### src/design/obj_video_pkg.sv
/*
 * Sprite engine video constants
 * Readout timing of the line buffer and layout of the pixel word
 */
package obj_video_pkg;

    // Readout pipeline delay in pixels
    localparam logic [8:0] PXL_DLY = 9'd8;

    // Column counter value held during blanking
    localparam logic [8:0] HOBJ_START = 9'hAA - PXL_DLY;
    // Offset of the flipped start, added to 0x1FF
    localparam logic [8:0] FLIP_START = 9'hC0 - HOBJ_START;

    // Pixel word is {prio[1:0], pal[5:0], colour[3:0]}
    localparam int PXL_W = 12;

    // Four 4-bit pixels per 16-bit ROM word
    localparam int PIX_PER_WORD = 4;

endpackage

### src/design/obj_draw.sv
/*
 * Sprite row drawer
 * Fetches one row from graphics ROM and writes the opaque pixels
 * into the line buffer, one pixel per cycle
 */
`timescale 1ns/1ps

module obj_draw (
    input  logic                             clk,
    input  logic                             reset,
    input  logic                             hstart,
    // Command from the scanner
    input  logic                             start,
    output logic                             busy,
    input  logic [8:0]                       xpos,
    input  logic [15:0]                      offset,
    input  logic [5:0]                       width,
    input  logic [3:0]                       bank,
    input  logic [1:0]                       prio,
    input  logic [5:0]                       pal,
    input  logic                             hflip,
    // Graphics ROM
    output logic                             obj_cs,
    output logic [19:0]                      obj_addr,
    input  logic                             obj_ok,
    input  logic [15:0]                      obj_data,
    // Line buffer write
    output logic                             buf_we,
    output logic [8:0]                       buf_addr,
    output logic [obj_video_pkg::PXL_W-1:0]  buf_data
);
    import obj_video_pkg::*;

    logic        writing;
    logic [5:0]  words_left;
    logic [1:0]  nib_cnt;
    logic [15:0] pix_word;
    logic [8:0]  col;
    logic        cur_hflip;
    logic [1:0]  cur_prio;
    logic [5:0]  cur_pal;

    always_ff @(posedge clk) begin
        if (reset || hstart) begin
            // Line start drops whatever row is in progress
            busy    <= 1'b0;
            obj_cs  <= 1'b0;
            writing <= 1'b0;
            buf_we  <= 1'b0;
        end else begin
            buf_we <= 1'b0;
            if (!busy) begin
                if (start) begin
                    busy       <= 1'b1;
                    obj_cs     <= 1'b1;
                    obj_addr   <= {bank, offset};
                    words_left <= width;
                    cur_hflip  <= hflip;
                    cur_prio   <= prio;
                    cur_pal    <= pal;
                    // Flipped rows run right to left and end at xpos
                    col <= hflip ? xpos + 9'(width) * 9'(PIX_PER_WORD) - 9'd1 : xpos;
                end
            end else if (obj_cs) begin
                // Hold request until the ROM answers
                if (obj_ok) begin
                    obj_cs   <= 1'b0;
                    writing  <= 1'b1;
                    pix_word <= obj_data;
                    nib_cnt  <= '0;
                end
            end else if (writing) begin
                // MSB nibble first, colour 0 is transparent
                buf_we   <= pix_word[15:12] != 4'd0;
                buf_addr <= col;
                buf_data <= {cur_prio, cur_pal, pix_word[15:12]};
                pix_word <= pix_word << 4;
                col      <= cur_hflip ? col - 9'd1 : col + 9'd1;
                nib_cnt  <= nib_cnt + 1'b1;
                if (nib_cnt == 2'(PIX_PER_WORD - 1)) begin
                    writing <= 1'b0;
                    if (words_left == 6'd1) begin
                        busy <= 1'b0;
                    end else begin
                        // Next word of the row, same bank
                        words_left     <= words_left - 1'b1;
                        obj_addr[15:0] <= obj_addr[15:0] + 1'b1;
                        obj_cs         <= 1'b1;
                    end
                end
            end
        end
    end

endmodule

### config.mk
export PLATFORM = sky130hd
export DESIGN_NAME = obj_draw
export DESIGN_NICKNAME = d
export VERILOG_FILES = /design/src/design/obj_video_pkg.sv /design/src/design/obj_draw.sv
export SDC_FILE = /design/constraint.sdc
export NUM_CORES = 1
export LEC_CHECK = 0
export BUFFER_PORTS_ARGS = -buffer_cell sky130_fd_sc_hd__buf_2
export CAP_MARGIN = 20
export CORE_ASPECT_RATIO = 0.75
export CORE_MARGIN = 1
export CORE_UTILIZATION = 50
export DETAILED_ROUTE_END_ITERATION = 6
export HOLD_SLACK_MARGIN = 0.05
export PLACE_DENSITY_LB_ADDON = 0.12
export SLEW_MARGIN = 40
export SYNTH_ARGS = -nofsm -noshare
export SYNTH_HDL_FRONTEND = slang
export SYNTH_SLANG_ARGS = --single-unit
export TNS_END_PERCENT = 10
### constraint.sdc
create_clock -name clk -period 3.8 [get_ports clk]
set_input_delay 1.14 -clock clk [delete_from_list [all_inputs] [get_ports clk]]
set_output_delay 1.14 -clock clk [all_outputs]
set_load 0.01 [all_outputs]
# Word level (Yosys, flattened, before mapping)

Cells that the tools add are included.

Register bits after elaboration: 87
Memories kept: 0
Bits in read-only memories: 0
RAM bits: 0
Bits of input ports: 65
Word-level logic and storage cells: 84
Bits in latches: 0
Output and inout bits: 44

Shift-type cells: 0
Reduce and logical (&&, ||, !) cells: 11
$mul: 0
Add/sub/neg operators: 7
$lt $le $gt $ge: 0
Div/mod/pow operators: 0
Equal/unequal tests: 7
Mux-type cells: 40
Bitwise operators: 4

Operator list:

| operator                                                               | count |
|---|---|
| 16-bit two-way mux                                                     | 9 |
| 9-bit two-way mux                                                      | 6 |
| 6-bit two-way mux                                                      | 6 |
| 9-bit by 1-bit subtractor with 9-bit output (second input constant)    | 2 |
| 16-bit by 1-bit adder with 16-bit output (second input constant)       | 1 |
| 1-bit two-way mux                                                      | 16 |
| 4-bit AND reduction                                                    | 3 |
| 9-bit by 1-bit adder with 9-bit output (second input constant)         | 1 |
| 9-bit by 8-bit adder with 9-bit output                                 | 1 |
| 6-bit by 1-bit equality test with 1-bit output (second input constant) | 1 |
| 2-bit two-way mux                                                      | 3 |
| 2-bit by 1-bit != test with 1-bit output (second input constant)       | 3 |
| 6-bit AND reduction                                                    | 1 |
| 6-bit by 1-bit subtractor with 6-bit output (second input constant)    | 1 |
| 2-bit != test (second input constant)                                  | 2 |
| 1-bit NOT                                                              | 4 |
| 2-bit nonzero test                                                     | 2 |
| 4-bit nonzero test                                                     | 1 |
| 4-bit OR reduction                                                     | 1 |
| 3-bit AND reduction                                                    | 1 |
| 2-bit by 1-bit adder with 2-bit output (second input constant)         | 1 |
| 2-bit equality test (second input constant)                            | 1 |
| 2-bit AND reduction                                                    | 1 |
| 1-bit logical OR                                                       | 1 |

# Longest topological paths before layout

Word-level depth: 6
Depth in mapped cells: 10
Mapped depth without buffers: 10

# Least setup slack after synthesis

Ideal clock, no wire load.

Kind: input to register
Start point: input hstart
End point: register nib_cnt[0] (enable)
Required time: 3380 ps
Path buffers: 1
Cell stages on the path: 3
Arrival time: 3009 ps
Library setup time: 420 ps
Path slack: 372 ps
Cells stage by stage: or2_2 -> clkbuf_1 -> nor3b_1

Cells in the longest elaborated chain, start to end: 3

Ends and longest elaborated chain:

| item                          | RTL line       | source |
|---|---|---|
| start: declaration            | obj_draw.sv:11 | `input logic hstart,` |
| 1-bit logical OR              | obj_draw.sv:44 | `if (reset \|\| hstart) begin` |
| 1-bit NOT (no line)           | n/a            |  |
| 4-bit AND reduction (no line) | n/a            |  |
| end signal: assignment        | obj_draw.sv:79 | `nib_cnt <= nib_cnt + 1'b1;` |
| end: declaration              | obj_draw.sv:36 | `logic [1:0] nib_cnt;` |

No other way between the ends.
A chain may end at the register's enable or synchronous reset.

# Final worst setup path

Start point: input xpos[5]
End point: register col[8], data pin

Cells in the longest elaborated chain, start to end: 5

Ends and longest elaborated chain:

| item                                        | RTL line       | source |
|---|---|---|
| start: declaration                          | obj_draw.sv:15 | `input logic [8:0] xpos,` |
| 9-bit by 8-bit adder with 9-bit output      | obj_draw.sv:62 | `col <= hflip ? xpos + 9'(width) * 9'(PIX_PER_WORD) - 9'd1 : xpos;` |
| 9-bit by 1-bit subtractor with 9-bit output | obj_draw.sv:62 |  |
| 9-bit two-way mux                           | obj_draw.sv:62 |  |
| 9-bit two-way mux                           | obj_draw.sv:53 | `if (start) begin` |
| 9-bit two-way mux                           | obj_draw.sv:52 | `if (!busy) begin` |
| end signal: assignment                      | obj_draw.sv:62 |  |
| end signal: assignment                      | obj_draw.sv:78 | `col <= cur_hflip ? col - 9'd1 : col + 9'd1;` |
| end: declaration                            | obj_draw.sv:38 | `logic [8:0] col;` |

No other way between the ends. The select of a mux whose other input is x is not followed.

==> results.md <==
| Step | Item | Value |
|---|---|---|
| outcome | Run status | finished clean |
| final layout | Share of final-layout standard cells stronger than drive strength 1 | 32.0% |
| timing | Final setup fails | 0 |
| final layout | Synth-to-layout area growth | 21.8% |
| clock tree | Post-CTS Setup Inserts | 0 |
| synth | Synthesized Nets | 453 |
| placement | Worst setup slack after placement | 517 ps |
| final layout | Inserted Diodes | 0 |
| run | Number of maximum-capacitance violations | 0 |
| drt | Via count | 2979 |
| clock tree | CTS tree | yes |
| timing | Number of endpoints with negative hold slack in the final report | 0 |
| worst hold path | Worst hold path depth | 0 |
| final layout | Total number of nets in the final design | 567 |
| clock tree | Deepest clock path buffer count | 2 |
| final layout | FILL cells | 706 |
| global routing | Maximum number of pins on one net before global-route repair | 37 |
| timing | Pin slew with the least headroom to its limit | 686 ps |
| drt | Remaining DRCs | 0 |
| critical path | Reg-to-reg critical path endpoint | col[7]$_DFFE_PP_ |
| timing | Setup total negative slack | 0 ps |
| critical path | Cell family with the largest share of critical-path delay | compound AO/OA/AOI/OAI gates |
| synth | Average cell area after synthesis | 12.2 sq um |
| synth | Number of enable flip-flop cells after synthesis | 83 |
| clock tree | Skew-Pair Late Insertion Delay | 330 ps |
| critical path | Cell count of the worst reg-to-reg path | 7 |
| final layout | Highest-count cells in the layout ignoring fill and taps | sky130_fd_sc_hd__buf_2, sky130_fd_sc_hd__edfxtp_1, sky130_fd_sc_hd__nor2_1, sky130_fd_sc_hd__inv_1, sky130_fd_sc_hd__a21oi_1 |
| synth | Top flip-flop cell by instance count after synthesis | sky130_fd_sc_hd__edfxtp_1 |
| timing | Maximum clock frequency | 342 MHz |
| power and ir drop | Reported leakage power | 2.20 nW |
| drt | Routed wire length per instance | 13.7 um |
| power and ir drop | Power per cell area | 405 mW/mm^2 |
| critical path | Critical path buffer and inverter count | 3 |
| floorplan | Die footprint | 0.00919 sq mm |
| critical path | CP Data Required Time | 3860 ps |
| critical path | Cell with the largest stage delay on the worst path | sky130_fd_sc_hd__ha_1 |
| placement | Port buffer count | 108 |
| worst hold path | Hold wc startpoint | cur_prio[0]$_DFFE_PP_ |
| drt | Met3 Routed Length | 403 um |
| placement | Dpl cells | 573 |
| critical path | Critical-path maximum fanout | 4 |
| timing | Crit path time final | 2930 ps |
| final layout | Number of non-filler instances in the completed layout | 589 |
| synth | Synth cell types | 40 |
| drt | M1 WL | 3780 um |
| synth | Syn Std Cell Area | 0.00441 sq mm |
| critical path | FF-to-FF setup slack | 1410 ps |
| critical path | Kind of capture point of the worst setup path | flip-flop |
| worst hold path | Worst hold endpoint | buf_data[10]$_DFFE_PP_ |
| critical path | Startpoint of the worst register-to-register path | cur_hflip$_DFFE_PP_ |
| critical path | Kind of launch point of the worst setup path | input port |
| critical path | CP Data Arrival Time | 2990 ps |
| drt | DRT iter0 DRCs | 113 |
| drt | Detailed-routing iteration count for the pre-antenna-repair pass | 4 |
| global routing | Number of global-route vias before repair | 2776 |
| drt | Uppermost layer routed | met4 |
| floorplan | Count of boundary I/O pins | 109 |
| floorplan | Floorplan row count | 29 |
| drt | Met2 WL post-DR | 3810 um |
| final layout | Most frequent standard cell in the layout excluding fill and tap cells | sky130_fd_sc_hd__buf_2 |
| critical path | Highest cell delay on the worst timing path | 340 ps |
| timing | RSZ-0062 raised after global routing | no |
| global routing | Total routing resource utilization after global routing | 18.2% |
| timing | Count of pins over their slew limit | 0 |
| floorplan | Floorplan Core Area | 0.00849 sq mm |
| floorplan | Die height | 83.3 um |
| clock tree | Post-CTS Hold Fix Bufs | 0 |
| timing | Part of the cycle the worst path needs | 77.0% |
| synth | FFs w/ async S/R, synth | 0% |
| clock tree | Clock sinks | 87 |
| placement | Gpl congestion | 0.868 |
| clock tree | Post-CTS Resized | 0 |
| timing | Worst setup skew after layout | 5.95 ps |
| synth | Warnings from Yosys | 0 |
| drt | Antenna Nets Post-Route | 0 |
| final layout | Area of combinational cells with multiple inputs | 0.00165 sq mm |
| placement | Dpl hpwl | 6000 um |
| worst hold path | Hold WC Path Type | flip-flop to flip-flop |
| drt | Post-detailed-routing wire length | 8060 um |
| power and ir drop | Peak supply drop | 0.230 mV |
| clock tree | Clock root buffer | sky130_fd_sc_hd__clkbuf_16 |
| critical path | Worst setup path class | input port to flip-flop |
| synth | Seq cells post-synth | 87 |
| final layout | Area taken by flip-flops and latches | 0.00257 sq mm |
| clock tree | Clock input transition at the sequential cells of the worst setup and hold paths | 70 ps |
| clock tree | Num CTS Buffers | 9 |
| synth | Cell count after synthesis | 362 |
| synth | Sequential element share of the synthesized area | 58.4% |
| final layout | Layout Utilization | 63.2% |
| global routing | First-pass GRT wire length | 12800 um |
| clock tree | H-tree lvl count | 3 |
| global routing | Antenna violations before repair | 0 |
| timing | Headroom to the max-slew limit | 54.3% |
| global routing | Final global-route overflow total | 0 |
| timing | Slack of the critical path | 875 ps |
| floorplan | Die extent in x | 110 um |
| floorplan | Initial cell density of the core | 51.9% |
| critical path | Critical path, cell by cell | buf_2 > inv_1 > ha_1 > inv_1 > ha_1 > a21o_1 > a21oi_1 > a21oi_1 > a311oi_1 > xor2_1 > mux2i_1 |
| drt | Via count normalized by instance count | 5.06 |
[synth_stat cells (all sizes together) (2+ instances only)]
library cell,n,share of area (%)
nor3,6,0.68
xor2,17,3.4
mux2i,10,2.3
inv,35,3.0
buf,5,0.88
xnor2,14,2.8
nor2b,4,0.57
o21ai,6,0.68
and2,5,0.71
nand4,2,0.28
edfxtp,83,57
a311oi,2,0.40
a22oi,2,0.34
nand2b,4,0.57
o211ai,2,0.34
and3,3,0.77
ha,24,6.8
nand3,11,1.5
nand2,15,1.3
mux2,13,3.3
fa,2,0.91
nor2,38,3.2
a21o,4,0.68
a21oi,33,3.7
clkbuf,6,0.51
dfxtp,4,1.8
a31oi,3,0.43
[layer usage]
layer  track usage (%)  up-vias
li1                  -     1514
met1              24.9     1379
met2              28.9       80
met3              3.85        6
met4              5.38        0
met5                 0        -
[flip-flops by register name, summed over array words and instances, names as in the netlist]
name and count:
buf_we 1, cur_hflip 1, buf_data 12, obj_cs 1
pix_word 16, busy 1, obj_addr 20, col 9
buf_addr 9, cur_pal 6, words_left 6, cur_prio 2
nib_cnt 2, writing 1
[power by group]
part / internal, W / leakage (nW) / switching [W] / total (W)
sequential: 0.00107 / 0.792 / 0.0000222 / 0.00110
clock: 0.000459 / 0.134 / 0.000385 / 0.000843
combinational: 0.000113 / 1.27 / 0.000122 / 0.000234
total: 0.00165 / 2.20 / 0.000528 / 0.00217
[cell type report]
type	count	area share (%)
Sequential cell	87	48.0
Multi-Input combinational cell	229	30.7
Timing Repair Buffer	114	10.9
Clock buffer	9	4.20
Tap cell	108	2.52
Inverter	35	2.45
Clock inverter	7	1.21
[worst max path at each step]
| stage | depth (start not counted) | end | start | slack [ps] |
|---|---|---|---|---|
| floorplan | 3 | nib_cnt[0]$_SDFFCE_PP0P_ | hstart | 370 |
| global placement | 11 | col[8]$_DFFE_PP_ | width[3] | 580 |
| detailed placement | 11 | col[8]$_DFFE_PP_ | xpos[5] | 520 |
| CTS | 11 | col[8]$_DFFE_PP_ | xpos[5] | 870 |
| global route | 11 | col[8]$_DFFE_PP_ | xpos[5] | 770 |
| finish | 11 | col[8]$_DFFE_PP_ | xpos[5] | 870 |
[stage by stage]
step                hold WS [ps]  power, W  instance area, sq um
finish                       419   0.00217                  5370
global route                 427   0.00226                  5370
floorplan                    400   0.00127                  4410
CTS                          421   0.00220                  5370
detailed placement           405   0.00135                  5080
global placement             400   0.00134                  5080
[cells by family (layout without fill, tap and decap cells)]
kind of cell / after synthesis / after routing / share of synthesized area (%)
flip-flops: 87 / 87 / 58.4
buffers and inverters: 46 / 165 / 4.37
adder cells (fa/ha/maj): 26 / 26 / 7.73
AO/OA/AOI/OAI: 55 / 55 / 7.10
XOR/XNOR: 31 / 31 / 6.16
multiplexers: 23 / 23 / 5.60
AND/OR/NAND/NOR: 94 / 94 / 10.7
[worst reg2reg max path, cell delays in order, from the launching register on]
cell and delay (ps):
sky130_fd_sc_hd__edfxtp_1 550, sky130_fd_sc_hd__ha_1 330, sky130_fd_sc_hd__a21oi_1 240, sky130_fd_sc_hd__o211ai_1 140
sky130_fd_sc_hd__or3_1 310, sky130_fd_sc_hd__a31oi_1 210, sky130_fd_sc_hd__xor2_1 240, sky130_fd_sc_hd__mux2i_1 100
No activity file was read; power rests on OpenSTA's default activity.
