[src/design/obj_table_pkg.sv]
/*
 * Object table layout
 * Table size, address split and field positions of a four-word entry
 */
package obj_table_pkg;

    localparam int OBJ_COUNT     = 128;
    localparam int WORDS_PER_OBJ = 4;
    localparam int OBJ_AW        = $clog2(OBJ_COUNT);
    localparam int WORD_AW       = $clog2(WORDS_PER_OBJ);
    // Entry index on top, word index below
    localparam int TBL_AW        = OBJ_AW + WORD_AW;

    // Top line value that terminates the table
    localparam logic [7:0] END_TOP = 8'hFF;

    // Word order inside an entry
    localparam int W_LINES  = 0;
    localparam int W_XPOS   = 1;
    localparam int W_OFFSET = 2;
    localparam int W_ATTR   = 3;

    // Word 0
    localparam int TOP_LSB   = 0;
    localparam int TOP_MSB   = 7;
    localparam int BOT_LSB   = 8;
    localparam int BOT_MSB   = 15;
    // Word 1
    localparam int XPOS_LSB  = 0;
    localparam int XPOS_MSB  = 8;
    localparam int WIDTH_LSB = 9;
    localparam int WIDTH_MSB = 14;
    localparam int HFLIP_BIT = 15;
    // Word 3
    localparam int PAL_LSB   = 0;
    localparam int PAL_MSB   = 5;
    localparam int BANK_LSB  = 8;
    localparam int BANK_MSB  = 11;
    localparam int PRIO_LSB  = 12;
    localparam int PRIO_MSB  = 13;

endpackage

[src/design/obj_scan.sv]
/*
 * Object table scanner
 * Walks the table once per line and sends a draw command for each sprite
 * that covers the line being prepared
 */
`timescale 1ns/1ps

module obj_scan (
    input  logic                             clk,
    input  logic                             reset,
    input  logic                             hstart,
    input  logic [8:0]                       vrender,
    // Table read port
    output logic [obj_table_pkg::TBL_AW-1:0] tbl_addr,
    input  logic [15:0]                      tbl_data,
    // Draw command
    output logic                             dr_start,
    input  logic                             dr_busy,
    output logic [8:0]                       dr_xpos,
    output logic [15:0]                      dr_offset,
    output logic [5:0]                       dr_width,
    output logic [3:0]                       dr_bank,
    output logic [1:0]                       dr_prio,
    output logic [5:0]                       dr_pal,
    output logic                             dr_hflip
);
    import obj_table_pkg::*;

    logic [8:0]        line;
    logic [OBJ_AW-1:0] obj_idx;
    // Step 0 sends word 0, step k+1 sees word k
    logic [2:0]        step;
    logic              active;
    logic              wait_draw;
    logic              hit;
    logic [7:0]        row;
    logic [7:0]        top;
    logic [7:0]        bottom;
    logic              last_obj;

    assign tbl_addr = {obj_idx, step[WORD_AW-1:0]};
    assign top      = tbl_data[TOP_MSB:TOP_LSB];
    assign bottom   = tbl_data[BOT_MSB:BOT_LSB];
    assign last_obj = obj_idx == OBJ_AW'(OBJ_COUNT - 1);

    always_ff @(posedge clk) begin
        if (reset) begin
            active    <= 1'b0;
            wait_draw <= 1'b0;
            dr_start  <= 1'b0;
            obj_idx   <= '0;
            step      <= '0;
        end else if (hstart) begin
            // New line, walk again from entry 0
            active    <= 1'b1;
            wait_draw <= 1'b0;
            dr_start  <= 1'b0;
            obj_idx   <= '0;
            step      <= '0;
            line      <= vrender;
        end else begin
            dr_start <= 1'b0;
            if (wait_draw) begin
                // Hit held until the drawer is free
                if (!dr_busy) begin
                    dr_start  <= 1'b1;
                    wait_draw <= 1'b0;
                    if (last_obj) begin
                        active <= 1'b0;
                    end
                    obj_idx <= obj_idx + 1'b1;
                    step    <= '0;
                end
            end else if (active) begin
                step <= step + 1'b1;
                case (step)
                    3'(W_LINES + 1): begin
                        if (top == END_TOP) begin
                            active <= 1'b0;
                        end
                        // Inside when top <= line < bottom
                        hit <= ({1'b0, top} <= line) && (line < {1'b0, bottom});
                        row <= line[7:0] - top;
                    end
                    3'(W_XPOS + 1): begin
                        dr_xpos  <= tbl_data[XPOS_MSB:XPOS_LSB];
                        dr_width <= tbl_data[WIDTH_MSB:WIDTH_LSB];
                        dr_hflip <= tbl_data[HFLIP_BIT];
                        // Zero width has nothing to fetch
                        if (tbl_data[WIDTH_MSB:WIDTH_LSB] == '0) begin
                            hit <= 1'b0;
                        end
                    end
                    3'(W_OFFSET + 1): begin
                        // Skip the rows above the current one
                        dr_offset <= tbl_data + 16'(row) * 16'(dr_width);
                    end
                    3'(W_ATTR + 1): begin
                        dr_pal  <= tbl_data[PAL_MSB:PAL_LSB];
                        dr_bank <= tbl_data[BANK_MSB:BANK_LSB];
                        dr_prio <= tbl_data[PRIO_MSB:PRIO_LSB];
                        if (hit) begin
                            wait_draw <= 1'b1;
                        end else begin
                            if (last_obj) begin
                                active <= 1'b0;
                            end
                            obj_idx <= obj_idx + 1'b1;
                            step    <= '0;
                        end
                    end
                    default: ;
                endcase
            end
        end
    end

endmodule

[config.mk]
export PLATFORM = sky130hd
export DESIGN_NAME = obj_scan
export DESIGN_NICKNAME = d
export VERILOG_FILES = /design/src/design/obj_table_pkg.sv /design/src/design/obj_scan.sv
export SDC_FILE = /design/constraint.sdc
export NUM_CORES = 1
export LEC_CHECK = 0
export BUFFER_PORTS_ARGS = -buffer_cell sky130_fd_sc_hd__clkbuf_2
export CORE_MARGIN = 2
export CORE_UTILIZATION = 40
export DETAILED_ROUTE_END_ITERATION = 12
export GPL_ROUTABILITY_DRIVEN = 0
export SYNTH_ARGS = -nofsm -noshare
export SYNTH_HDL_FRONTEND = slang
export SYNTH_SLANG_ARGS = --single-unit
[constraint.sdc]
create_clock -name clk -period 9.6 [get_ports clk]
set_clock_uncertainty 0.15 [all_clocks]
set_input_delay 0 -clock clk [delete_from_list [all_inputs] [get_ports clk]]
set_output_delay 0 -clock clk [all_outputs]
set_load 0.05 [all_outputs]
Word-level counts from Yosys, hierarchy flattened
Cells that the tools add are included.
- add/sub/neg operators: 4
- multiply operators: 1
- divide/modulo/power cells: 0
- magnitude comparators: 2
- equality and inequality tests: 11
- shifts and indexed selects: 0
- mux-type cells: 27
- bitwise gates (word level): 3
- reduce and logical (&&, ||, !) cells: 16
- operators by type and width (cell ; count):
    7-bit 2-to-1 mux ; 5
    5-bit AND reduction ; 4
    16-bit by 14-bit adder with 16-bit output ; 1
    1-bit 2-to-1 mux ; 15
    3-bit 2-to-1 mux ; 5
    8-bit by 6-bit multiplier with 14-bit output ; 1
    8-bit by 9-bit <= comparator with 1-bit output ; 1
    9-bit by 8-bit less-than comparator with 1-bit output ; 1
    8-bit == test (second input constant) ; 1
    8-bit subtractor ; 1
    7-bit by 1-bit adder with 7-bit output (second input constant) ; 1
    7-bit == test (second input constant) ; 1
    3-bit by 2-bit == test with 1-bit output (second input constant) ; 2
    6-bit logical NOT ; 1
    2-bit != test (second input constant) ; 3
    2-bit AND reduction ; 3
    6-bit AND reduction ; 1
    2-bit nonzero test ; 3
    1-bit one-hot mux with 2 select lines ; 2
    4-bit AND reduction ; 1
    3-bit by 1-bit adder with 3-bit output (second input constant) ; 1
    3-bit by 1-bit == test with 1-bit output (second input constant) ; 1
    3-bit == test (second input constant) ; 1
    3-bit by 2-bit != test with 1-bit output (second input constant) ; 1
    other kinds (5) ; 7
- flip-flop bits (word level): 75
- bits in latches: 0
- memory bits (writable): 0
- ROM bits: 0
- input port bits: 29
- output and inout bits: 54
- memories: 0

Depth between registers and ports, before layout
Gate-level depths: netlist of run 1.
- depth after elaboration: 7
- depth in mapped cells: 16

Worst setup path before layout of run 1
Ideal clock, no wire load.
- kind: flip-flop to flip-flop
- start: register dr_width[4]
- end: register dr_offset[12], data pin
- library setup time: 0.262 ns
- arrival time: 4.244 ns
- slack: 4.944 ns
- cell stages (with the launch flop): 14
- buffers on the path: 0
- period minus slack after synthesis: 4.656 ns
- cells stage by stage: edfxtp_1 -> and2_1 -> fa_1 -> fa_1 -> fa_1 -> inv_1 -> fa_1 -> inv_1 -> ha_1 -> a21o_1 -> a31o_2 -> a21oi_2 -> and4b_1 -> nor4b_2
- cells in the longest elaborated chain, start to end: 2
- ends and longest elaborated chain (what ; line ; source):
    start, declared ; obj_scan.sv:21 ; output logic [5:0] dr_width,
    start signal, assigned ; obj_scan.sv:87 ; dr_width <= tbl_data[WIDTH_MSB:WIDTH_LSB];
    8-bit by 6-bit multiplier with 14-bit output ; obj_scan.sv:96 ; dr_offset <= tbl_data + 16'(row) * 16'(dr_width);
    16-bit by 14-bit adder with 16-bit output ; obj_scan.sv:96 ;
    end signal, assigned ; obj_scan.sv:96 ;
    end, declared ; obj_scan.sv:20 ; output logic [15:0] dr_offset,
Every way passes these cells.
A chain may end at the register's enable or synchronous reset.

Final worst setup path of run 1
- start: register dr_width[2]
- end: register dr_offset[13], data pin
The elaborated chain is that of the path after synthesis.

==> key figures, run 1 <==
Run status
  – Outcome: finished, final reports clean

Floorplan
  – Ports: 83
  – FP Rows: between 40 and 50
  – Die Span Y: between 100 and 150 microns
  – Initial Utilization: 40.7%
  – Die area: 14300 sq um
  – Die width: about 120 microns
  – Area of the core: ~13000 sq um

Logic synthesis
  – Synth cell types: 52
  – Syn_area_per_cell: 11.0 sq um
  – Synth Register Bits: 75
  – Async S/R FF share, synth: 0%
  – Cells after synthesis: 485
  – Largest area contributor in the netlist: edfxtp_1
  – Synth Net Count: 610
  – Seq/Total Area, Yosys: 39.7%
  – Number of synthesized flops with an enable pin: 62
  – Synth warn: 0
  – Yosys top cell area share: around a third
  – Synth area leaders: edfxtp_1, fa_1, ha_1, inv_1, dfxtp_1
  – Ys flop type: edfxtp_1
  – Synthesized area: 5350 sq um

Worst setup path
  – RR Endpoint: dr_offset[13]$_DFFE_PP_
  – Worst reg2reg startpoint: dr_width[2]$_DFFE_PP_
  – R2R depth: 15
  – Arr. time, crit path: 4600 ps
  – Crit Path Class: flip-flop to flip-flop
  – Worst setup EP type: flip-flop
  – WP data required: 9530 ps
  – R2R setup slack: 4930 ps
  – Crit path launch: dr_width[2]$_DFFE_PP_
  – Crit start category: flip-flop
  – CP max FO: 9

Timing
  – Setup ws final: 4930 ps
  – Final hold viol count: 0
  – Worst rel slew slack: 43.0%
  – # setup viols final: 0
  – Slew Viols, Final: 0
  – Slew @ Worst Pin: around 850 ps
  – WHS: about 220 ps
  – Fmax: 214 MHz
  – Total Neg Setup Slack: 0 ps
  – Unrepaired setup endpoints after global routing: false
  – Tcrit/Tclk final: 48.6%
  – Post-layout min period: 4670 ps

Drt
  – # DRC: 0
  – DR pass1 iterations: 4
  – Vias per cell: 4.88
  – Drt initial violations: roughly 230
  – Antenna viol nets, final: 0
  – Routed vias: about 3800
  – WL per Instance: about 15 microns
  – Routed wire length: 11900 microns

Worst hold path
  – Hold EP: line[0]$_DFFE_PP_
  – HP Class: input pin to flip-flop
  – Hold Path Depth: 2
  – Startpoint of the worst hold path: vrender[0]

Clock tree
  – Root buffer cell: clkbuf_16
  – CTS Buf Count: 9
  – Reg clk slew, reported paths: around 60 ps
  – Worst skew pair latency: 330 ps
  – H-tree depth: 3
  – CTS Buffer Depth: 2
  – Clock Sink Count: 75
  – CTS tree: built
  – # resized after CTS: 0

Placement
  – IO buf count: 82
  – Post-Place Setup Slack: 4950 ps
  – HPWL after DPL: around 9500 microns

Global route
  – First-pass GRT wire length: approximately 19000 microns
  – Largest net degree at the start of global routing: 17
  – Total GRT Usage: 17.7%
  – Vias in the first global route: 3810
  – Initial antenna violation count: 0
  – Grt ovf: 0

Cells and area
  – Util after Layout: 49.7%
  – Area growth syn-to-layout: 22.1%
  – NumNets Final: 726
  – # diodes: 0
  – Share of cells above drive strength 1: 17.7%

Power
  – Pleak: 2.99 nW
  – Total Power: ~0.83 mW
  – Maximum vdd ir drop: 0.0813 mV
  – Pwr per Cell Area: 127 nW/um^2

Flow run
  – Max-cap viol count: 0
## logic make-up after synthesis
| logic type | count (synthesis) | synth area share (%) |
|---|---|---|
| flip-flops | 75 | 39.7 |
| AND/OR/NAND/NOR | 131 | 13.0 |
| adder cells (fa/ha/maj) | 96 | 27.6 |
| XOR/XNOR | 22 | 3.60 |
| buffers and inverters | 92 | 6.69 |
| multiplexers | 3 | 0.561 |
| AO/OA/AOI/OAI | 66 | 8.80 |
## cells in the mapped netlist, drive strengths merged, types with 5 or more instances
library cell,instances
edfxtp,62
inv,85
a21oi,17
a21o,5
ha,59
and2,35
xor2,9
nor3,5
o21ai,9
o21a,5
fa,37
a211oi,5
nand4,8
nand2,25
nor2,28
dfxtp,13
xnor2,13
nor2b,9
## repair_timing
action,4_1_cts,5_1_grt
hold buffers,29,0
setup buffers,0,0
hold endpoints to repair,51,0
## worst max-delay path, cell delays in order (launching register included)
cell	delay (ps)
edfxtp_1	490
and2_1	230
fa_1	530
inv_1	50
fa_1	470
inv_1	50
fa_1	530
inv_1	50
fa_1	490
inv_1	40
ha_1	330
o21ai_0	120
o21ai_0	120
a21oi_1	390
o221ai_1	200
xnor2_1	160
## power by group
| part | internal (mW) | switching, mW | total [mW] |
|---|---|---|---|
| registers | 0.362 | 0.00425 | 0.366 |
| clock network | 0.192 | 0.133 | 0.325 |
| logic | 0.0606 | 0.0759 | 0.137 |
## state kept, by name, summed over array words and instances (netlist names), 2 cells and up
signal     flops
dr_bank        4
dr_offset     16
dr_pal         6
dr_prio        2
dr_width       6
dr_xpos        9
line           9
obj_idx        7
row            8
step           3
## layout make-up
cell class / count / area (sq um)
Clock buffer: 10 / 250
Clock inverter: 6 / 42.5
Fill cell: 1206 / 6610
Inverter: 85 / 319
Multi-Input combinational cell: 318 / 2870
Sequential cell: 75 / 2120
Tap cell: 176 / 220
Timing Repair Buffer: 112 / 708
## worst max-delay path by stage
stage and endpoint:
3_3_place_gp dr_offset[13]$_DFFE_PP_, 6_report dr_offset[13]$_DFFE_PP_, 5_1_grt dr_offset[13]$_DFFE_PP_, 3_5_place_dp dr_offset[13]$_DFFE_PP_
2_1_floorplan dr_offset[12]$_DFFE_PP_, 4_1_cts dr_offset[13]$_DFFE_PP_
## through the flow
step	instances	cell area [sq um]
final	782	6530
after global routing	782	6530
after CTS	782	6530
after detailed placement	737	5950
after global placement	737	5950
after floorplan	485	5350
## placed cells by master (no fill, tap or decap), types with 16 or more instances in the layout
| cell | n |
|---|---|
| a21oi_1 | 16 |
| and2_1 | 35 |
| clkbuf_2 | 82 |
| dlygate4sd3_1 | 29 |
| edfxtp_1 | 62 |
| fa_1 | 37 |
| ha_1 | 59 |
| inv_1 | 84 |
| nand2_1 | 24 |
| nor2_1 | 28 |
## layer usage
layer / global-route usage (%) / vias up / routed length [microns]
met5: 0 / - / 0
met4: 4.41 / 0 / 85
met3: 4.04 / 4 / 522
met2: 30.0 / 81 / 5970
met1: 23.0 / 1857 / 5280
li1: - / 1871 / -
(Power assumes the default switching activity.)
==> run 2, diff against run 1 <==
clock period = 4.65 ns   (was 9.6 ns; I/O delays follow)
==> run 2 against run 1 <==
Against the previous run: cell area increased by 3.4%; wire length increased by 1.4%; register-to-register slack got worse by 4700 ps; largest power group unchanged; non-clock buffer count increased by 20; final cell count is 2.6% higher; first-iteration DRC count fell by 14%.
==> key figures, run 2 (synthesized netlist as in run 1, its figures left out) <==
Floorplan
  – Die width: 120 microns (unchanged)
  – FP Rows: 42 (unchanged)
  – Die Span Y: 120 microns (unchanged)
  – Initial Utilization: 40.7% (unchanged)
  – Area of the core: 13100 sq um (unchanged)
  – Die area: 14300 sq um (unchanged)
  – Ports: 83 (unchanged)

Cells and area
  – Commonest non-fill, non-tap cell in the layout: inv_1
  – Area growth syn-to-layout: 26.3%
  – Max reg flops: 16 (unchanged)
  – # diodes: 0 (unchanged)
  – Most frequent cells in the layout: inv_1, clkbuf_2, edfxtp_1
  – Share of cells above drive strength 1: 21.4% (+3.7 points)
  – Top flop regs: dr_offset x16, dr_xpos x9, line x9
  – Most flops, register: dr_offset
  – NumNets Final: 746 (+2.8%)
  – Layout Cell Area excl Fill: 6760 sq um (+3.4%)
  – Cell Count, Final, Fillers Out: 802 (+2.6%)

Worst setup path
  – Crit start category: flip-flop
  – Slowest cell on crit path: fa_1
  – RR Endpoint: dr_offset[12]$_DFFE_PP_
  – Crit Path Class: flip-flop to flip-flop
  – Cell mode on critical path: fa_1
  – Bufs and invs on worst path: 4 (unchanged)
  – Worst path depth: 14 (-1)
  – CP max FO: 5 (-4)
  – R2R setup slack: 180 ps (-4750 ps)
  – Worst setup EP type: flip-flop
  – Family with the most delay on the worst path: adder cells
  – Worst reg2reg startpoint: dr_width[5]$_DFFE_PP_
  – WP data required: 4660 ps (-4870 ps)
  – Arr. time, crit path: 4480 ps (-120 ps)
  – Crit path to: dr_offset[12]$_DFFE_PP_
  – CP peak stage delay: 540 ps (about the same)
  – CP cell instances: buf_4 -> nand2_1 -> fa_1 -> inv_1 -> fa_1 -> fa_1 -> inv_1 -> fa_1 -> inv_1 -> ha_2 -> nand3_1 -> a211o_1 -> and4b_1 -> nor4b_2
  – Crit path launch: dr_width[5]$_DFFE_PP_
  – R2R depth: 14 (-1)

Clock tree
  – Clock Sink Count: 75 (unchanged)
  – Reg clk slew, reported paths: 60 ps (about the same)
  – CTS Buffer Depth: 2 (unchanged)
  – Root buffer cell: clkbuf_16
  – Worst skew pair latency: 350 ps (+20 ps)
  – H-tree depth: 3 (unchanged)
  – CTS tree: built
  – CTS Buf Count: 9 (unchanged)

Placement
  – Placed cells: 746 (+1.2%)
  – HPWL after DPL: 9490 microns (+0.15%)
  – IO buf count: 82 (unchanged)
  – Placed instance area: 6020 sq um (+1.2%)

Timing
  – # setup viols final: 0 (unchanged)
  – Final hold viol count: 0 (unchanged)
  – Tcrit/Tclk final: 96.1% (+47 points)
  – Slew Viols, Final: 0 (unchanged)
  – Worst rel slew slack: 38.2% (-4.9 points)
  – Fmax: 224 MHz (+4.5%)
  – Slew @ Worst Pin: 928 ps (+73.3 ps)
  – Post-layout min period: 4470 ps (-201 ps)

Drt
  – Antenna viol nets, final: 0 (unchanged)
  – Vias per cell: 4.85 (-0.50%)
  – Drt initial violations: 195 (-14%)
  – WL per Instance: 15.0 microns (-1.1%)
  – DR pass1 iterations: 4 (unchanged)
  – # DRC: 0 (unchanged)
  – Routed wire length: 12000 microns (+1.4%)
  – Routed vias: 3891 (+2.0%)

Global route
  – Vias in the first global route: 3885 (+2.0%)
  – Initial antenna violation count: 1 (+1)
  – Grt ovf: 0 (unchanged)
  – Total GRT Usage: 17.6% (-0.11 points)
  – First-pass GRT wire length: 19200 microns (-1.2%)
  – Largest net degree at the start of global routing: 17 (unchanged)

Power
  – Pleak: 3.10 nW (+3.7%)
  – Maximum vdd ir drop: 0.213 mV (+160%)
  – Pwr per Cell Area: 263 nW/um^2 (+110%)

Run status
  – Outcome: finished, final reports clean

Flow run
  – Max-cap viol count: 0 (unchanged)

Worst hold path
  – HP Class: input pin to flip-flop
[run 2: changes by cell type in the layout (fill, tap and decap cells not counted), sizes merged]
cell    previous run  this run
buf                1        21
clkinv             3         0
clkbuf            92        94
inv               88        89
[run 2: layout make-up]
| cell class | instances | area, sq um |
|---|---|---|
| flip-flops and latches | 75 | 2120 |
| fillers | 1188 | 6380 |
| repair buffers | 132 | 858 |
| multi-input cells | 318 | 2910 |
| well taps | 176 | 220 |
| clock buffers | 12 | 289 |
| inverters | 85 | 319 |
| clock inverters | 4 | 32.5 |
[run 2: what timing repair did]
action / CTS / global route
hold buffers: 29 / 0
resized for setup: 0 / 7
endpoints found under the hold margin: 53 / 0
setup endpoints to repair: 0 / 6
buffers inserted: 0 / 11
[run 2: how the worst min path moves through the flow]
stage | start | cells after the start | slack [ps] | endpoint
after floorplan | tbl_data[8] | 0 | -50 | dr_bank[0]$_DFFE_PP_
after global placement | vrender[2] | 1 | 30 | line[2]$_DFFE_PP_
after detailed placement | vrender[2] | 1 | 30 | line[2]$_DFFE_PP_
after CTS | vrender[4] | 2 | 200 | line[4]$_DFFE_PP_
after global routing | vrender[5] | 2 | 210 | line[5]$_DFFE_PP_
final | vrender[5] | 2 | 210 | line[5]$_DFFE_PP_
[run 2: power by group]
group | switching, mW | total (mW) | internal, mW | leakage [nW]
registers | 0.00927 | 0.756 | 0.747 | 0.666
clock network | 0.284 | 0.730 | 0.447 | 0.161
logic | 0.158 | 0.291 | 0.133 | 2.27
[run 2: layer usage]
layer | vias to the layer above | part of all wire (%) | GRT usage (%)
met3 | 26 | 3.9 | 4.18
met1 | 1864 | 44 | 21.4
li1 | 1905 | - | -
met4 | 2 | 3.5 | 8.24
met2 | 94 | 48 | 29.5
met5 | - | 0.11 | 0
[run 2: stage by stage]
| step | total power, mW | worst slack, ps | TNS, ps | hold WS [ps] | utilization [%] |
|---|---|---|---|---|---|
| after detailed placement | 1.03 | 40.4 | 0 | 28.6 | 45.8 |
| final | 1.78 | 181 | 0 | 210 | 51.4 |
| after global routing | 1.86 | -12.2 | -12.2 | 208 | 51.4 |
| after CTS | 1.79 | 41.1 | 0 | 200 | 50.5 |
| after global placement | 1.03 | 154 | 0 | 26.3 | 45.8 |
| after floorplan | 0.959 | 3.70 | 0 | -51.1 | - |
